$ cat src/hw/packet_pkg.sv
`default_nettype none

package packet_pkg;

    // ==================================================
    // Beat geometry
    // ==================================================
    localparam int DATA_BYTE_WID = 8;
    localparam int MTY_WID = 3;
    localparam int META_WID = 32;

    // ==================================================
    // Buffer sizing
    // ==================================================
    localparam int FIFO_DEPTH = 64;
    localparam int FIFO_ADDR_WID = 6;

    // Extra MSB tells full from empty
    localparam int PTR_WID = FIFO_ADDR_WID + 1;

    // Forwarded and dropped packet counters
    localparam int CNT_WID = 16;

    // One bus beat with byte 0 in the top byte of data
    typedef struct packed {
        logic [DATA_BYTE_WID*8-1:0] data;
        logic                       eop;
        logic [MTY_WID-1:0]         mty;
        logic                       err;
        logic [META_WID-1:0]        meta;
    } packet_beat_t;

    // Write side of the packet FIFO
    typedef enum logic [1:0] {
        ST_IDLE,
        ST_WRITE,
        ST_DISCARD
    } wr_state_e;

endpackage

`default_nettype wire

$ cat src/hw/packet_intf_connector.sv
`timescale 1ns/1ns
`default_nettype none

module packet_intf_connector (
    input  wire logic                     clk,
    input  wire logic                     rst_n,
    input  wire logic                     in_valid,
    output logic                          in_ready,
    input  wire packet_pkg::packet_beat_t in_beat,
    output logic                          out_valid,
    input  wire logic                     out_ready,
    output packet_pkg::packet_beat_t      out_beat
);

    // Skid entry catches the beat in flight when the output stalls
    packet_pkg::packet_beat_t skid_beat;

    logic in_xfer;
    logic out_free;

    assign in_xfer = in_valid && in_ready;

    // Main register can take a new beat this cycle
    assign out_free = !out_valid || out_ready;

    // ==================================================
    // Valid and ready flags
    // ==================================================
    // in_ready low means the skid entry is occupied
    always_ff @(posedge clk or negedge rst_n) begin
        if (!rst_n) begin
            out_valid <= 1'b0;
            in_ready  <= 1'b1;
        end else if (out_free) begin
            out_valid <= !in_ready || in_xfer;
            in_ready  <= 1'b1;
        end else if (in_xfer) begin
            in_ready <= 1'b0;
        end
    end

    // ==================================================
    // Payload registers
    // ==================================================
    always_ff @(posedge clk) begin
        if (out_free) begin
            // Drain the skid entry first to keep beat order
            if (!in_ready) begin
                out_beat <= skid_beat;
            end else if (in_xfer) begin
                out_beat <= in_beat;
            end
        end else if (in_xfer) begin
            skid_beat <= in_beat;
        end
    end

endmodule

`default_nettype wire

$ cat config.mk
export PLATFORM = sky130hd
export DESIGN_NAME = packet_intf_connector
export DESIGN_NICKNAME = d
export VERILOG_FILES = /design/src/hw/packet_pkg.sv /design/src/hw/packet_intf_connector.sv
export SDC_FILE = /design/constraint.sdc
export NUM_CORES = 1
export LEC_CHECK = 0
export ABC_AREA = 1
export BUFFER_PORTS_ARGS = -buffer_cell sky130_fd_sc_hd__buf_2
export CAP_MARGIN = 20
export CORE_UTILIZATION = 52
export DETAILED_ROUTE_END_ITERATION = 10
export GPL_TIMING_DRIVEN = 0
export PLACE_DENSITY_LB_ADDON = 0.1
export SYNTH_ARGS = -nofsm -noshare
export SYNTH_HDL_FRONTEND = slang
export SYNTH_SLANG_ARGS = --single-unit
$ cat constraint.sdc
create_clock -name clk -period 6.7 [get_ports clk]
set_input_delay 0.335 -clock clk [delete_from_list [all_inputs] [get_ports clk]]
set_output_delay 0.335 -clock clk [all_outputs]
set_load 0.01 [all_outputs]
## Yosys cells after proc, flatten, opt, wreduce, memory -nomap -nowiden

Index checks and enable logic that the tools add are counted.

| word-level totals | value |
|---|---|
| output and inout port bits | 103 |
| word-level logic and storage cells | 26 |
| input port bits | 105 |
| bits in registers | 204 |

| cells by class | value |
|---|---|
| muxes and demuxes | 4 |
| equality and inequality tests | 1 |
| bitwise logic cells | 1 |
| reductions and logical operators | 8 |

Operators with widths:

| operator | number |
|---|---|
| 101-bit two-way mux | 2 |
| 2-bit AND reduction | 2 |
| 1-bit zero test | 2 |
| 1-bit logical OR | 2 |
| 1-bit two-way mux | 2 |
| 2-bit by 1-bit != test with 1-bit output, second input constant | 1 |
| 2-bit nonzero test | 1 |
| 1-bit logical AND | 1 |
| 1-bit inverter | 1 |

## Longest topological paths before layout

| depth | value |
|---|---|
| word-level depth | 4 |
| mapped depth | 6 |
| mapped depth without buffers | 4 |

## Least setup slack after synthesis

No wires, ideal clock.

| timing | value |
|---|---|
| path kind | register -> register |
| start point | register in_ready |
| end point | register skid_beat[0] (netlist bit) (enable) |
| path buffers | 2 |
| data required time | 6.139 ns |
| path slack | 1.052 ns |
| cell stages (with the launch flop) | 5 |
| clock period less this slack | 5.648 ns |
| library setup time | 0.561 ns |
| arrival time | 5.086 ns |
| path through | dfstp_2 -> buf_2 -> buf_4 -> nand2_1 -> nor2_1 |

| on the way | value |
|---|---|
| longest elaborated chain between the ends | 2 |

Ends and longest elaborated chain:

| item | RTL line | source |
|---|---|---|
| from (decl) | packet_intf_connector.sv:8 | `output logic in_ready,` |
| from (signal assigned) | packet_intf_connector.sv:33 | `in_ready <= 1'b1;` |
| from (signal assigned) | packet_intf_connector.sv:36 | `in_ready <= 1'b1;` |
| from (signal assigned) | packet_intf_connector.sv:38 | `in_ready <= 1'b0;` |
| 1-bit logical AND | packet_intf_connector.sv:21 | `assign in_xfer = in_valid && in_ready;` |
| 2-bit AND reduction (no line) | - |  |
| to (signal assigned) | packet_intf_connector.sv:54 | `skid_beat <= in_beat;` |
| to (decl) | packet_intf_connector.sv:16 | `packet_pkg::packet_beat_t skid_beat;` |

Every way passes these cells.
A chain may end at the register's enable or synchronous reset.

## Worst setup path in the final report

| timing | value |
|---|---|
| start point | register in_ready |
| end point | register skid_beat[52] (netlist bit) (enable) |

The elaborated chain is that of the path after synthesis.

==> results.cfg <==
[critical_path]
startpoint_type = flip-flop
required_ps = 6880
critPathKind = flip-flop to flip-flop
crit_chain = buf_2, buf_4, nand2_1, nor2_4, buf_16, buf_12, buf_12
slowest_stage = nor2_4
cp_num_buf_inv = 5
cpPeakStageDelay_ps = 560
endpoint_kind = flip-flop
cpMostUsedCell = buf_12
path_max_fanout = 32
worstPathArrival_ps = 2830
path_delay_family = buffers and inverters

[route]
wl_per_cell_um = 15.5
viasPerCell = 4.89
drt_iter0_drc = 341
vias = 4734
finalWirelength_um = 15000
antenna_left = 0
drc = 0
drt_first_pass_iters = 4

[global_route]
grt_use_total = 0.203
grt_pass1_wl_um = 23000
grt_overflow = 0
first_global_vias = 4544
antenna_found_initial = 1
grt_max_degree = 53

[sta]
setup-tns-final_ps = 0
finalHoldViolations = 0
fmax_ghz = 0.377
skew_ps = 5.90
setup_viol = 0
report.final.slew_viol_count = 0
finalCritPeriodShare = 0.396
tightest_slew_ps = 687
post-route-min-period_ps = 2650
relSlewSlack = 0.541
rsz0062_at_grt = false

[flow_run]
max_cap_viol_count = 0

[finish]
drive_above_1_share = 0.335
areaGrowthSynthToFinish_pct = 26.6
fin_area_um2 = 9480
finalNetCount = 881
num_antenna_cells = 0

[synthesis]
ys_seq_elements = 204
syn_area_um2 = 7490
synth_edf_count = 202
synth_top_area_share = 0.810
synth.most_common_cell = nand2_1
syn_inst = 541
synth_top_flop_cell = edfxtp_1
yosys.area.top_type = edfxtp_1
synthTopCellsByArea = edfxtp_1 81%, nand2_1 15%, buf_6 1.5%, buf_4 0.70%, dfstp_2 0.35%
yosysSeqAreaShare = 0.817
synth_area_per_cell_um2 = 13.8
synth_warnings = 0
synthTopCellsByCount = 307 x nand2_1, 202 x edfxtp_1, 10 x buf_6
async_flop_share = 0.00980
ys_types = 12
synth_fp_nets = 646

[floorplanning]
start_util = 0.536
rows = 43
io_pins = 208
die_h_um = 122
dieArea_um2 = 14900
design.core.area_um2 = 14000
fp.dieW_um = 122

[clocking]
cts_max_path_buffers = 3
clock-sinks = 204
numCtsBuffers = 21
cts_setup_buffers = 0
cts_resized = 0
clk-insertion-delay-late_ps = 480
clk_pin_slew_ps = 60
clock-root-buffer = clkbuf_16
tritoncts = yes
htreeDepth = 1

[placement]
dp_hpwl_um = 9910
io_buffer_count = 207
place_area_um2 = 8860
place_congestion = 0.759

[outcome]
status = completed

[pwr]
peakVddDrop_uv = 175
leakage_uw = 0.00412
power.density_nw_per_um2 = 303

[min_path]
hold_class = input pin to flip-flop
==> area by class of cell <==
cell class / instances / area, um^2
Fill cell: 1073 / 4500
Clock inverter: 8 / 35.0
Tap cell: 180 / 225
Sequential cell: 204 / 6120
Clock buffer: 28 / 582
Multi-Input combinational cell: 310 / 1170
Inverter: 4 / 17.5
Buffer: 23 / 193
Timing Repair Buffer: 212 / 1140
==> state kept, by name (all words and copies together) (netlist names) <==
register / cells
in_ready: 1
out_valid: 1
skid_beat: 101
out_beat: 101
==> layer usage <==
layer / share of wire / routed length [um] / vias up / global-route usage
li1: - / - / 2298 / -
met1: 0.39 / 5860 / 2216 / 0.262
met2: 0.49 / 7340 / 189 / 0.330
met3: 0.093 / 1400 / 29 / 0.0581
met4: 0.025 / 369 / 2 / 0.0702
met5: 0.00093 / 14 / - / 0
==> final timing paths <==
check	start	endpoint	slack, ps	cells after the start
max	in_ready$_DFFE_PN1P_	skid_beat[52]$_DFFE_PP_	4050	7
min	in_beat[22]	skid_beat[22]$_DFFE_PP_	40	1
max reg2reg	in_ready$_DFFE_PN1P_	skid_beat[52]$_DFFE_PP_	4050	7
min reg2reg	out_valid$_DFFE_PN0P_	in_ready$_DFFE_PN1P_	490	1
max in group asynchronous	rst_n	in_ready$_DFFE_PN1P_	6330	2
min in group asynchronous	rst_n	out_valid$_DFFE_PN0P_	180	2
==> metrics by stage <==
step | std cells | worst slack, ps | hold WS [ps] | power [uW] | util
6_report | 969 | 4050 | 37.8 | 2870 | 0.678
5_1_grt | 969 | 3880 | 21.4 | 2980 | 0.678
4_1_cts | 969 | 3990 | 21.9 | 2900 | 0.678
3_5_place_dp | 932 | 4000 | 122 | 1850 | 0.633
3_3_place_gp | 928 | -1180 | 120 | 1840 | 0.626
2_1_floorplan | 541 | 1050 | 39.4 | 1710 | -
==> layout by cell type (no fill, tap or decap), types with 3 or more instances in the layout <==
cell / instances
clkbuf_1: 6
clkbuf_16: 21
clkbuf_8: 3
nand2_1: 307
buf_2: 211
clkinv_1: 4
clkinv_2: 4
edfxtp_1: 202
buf_4: 7
buf_6: 10
==> repair_timing <==
item	CTS	global route
endpoints found under the setup margin	0	0
endpoints found under the hold margin	2	0
hold buffers	1	0
==> kinds of logic after synthesis <==
group                  after synthesis  synth area share
flip-flops                         204             0.817
AND/OR/NAND/NOR                    310             0.156
buffers and inverters               27            0.0277
==> report_power, final <==
| group | total (uW) | switching (uW) | internal [uW] | leakage [uW] |
|---|---|---|---|---|
| registers | 1530 | 20.1 | 1510 | 0.00193 |
| logic | 283 | 175 | 108 | 0.00189 |
| clock network | 1050 | 447 | 605 | 0.000307 |
| total | 2870 | 642 | 2230 | 0.00412 |
Note: power is estimated with default switching activity, not from simulation.
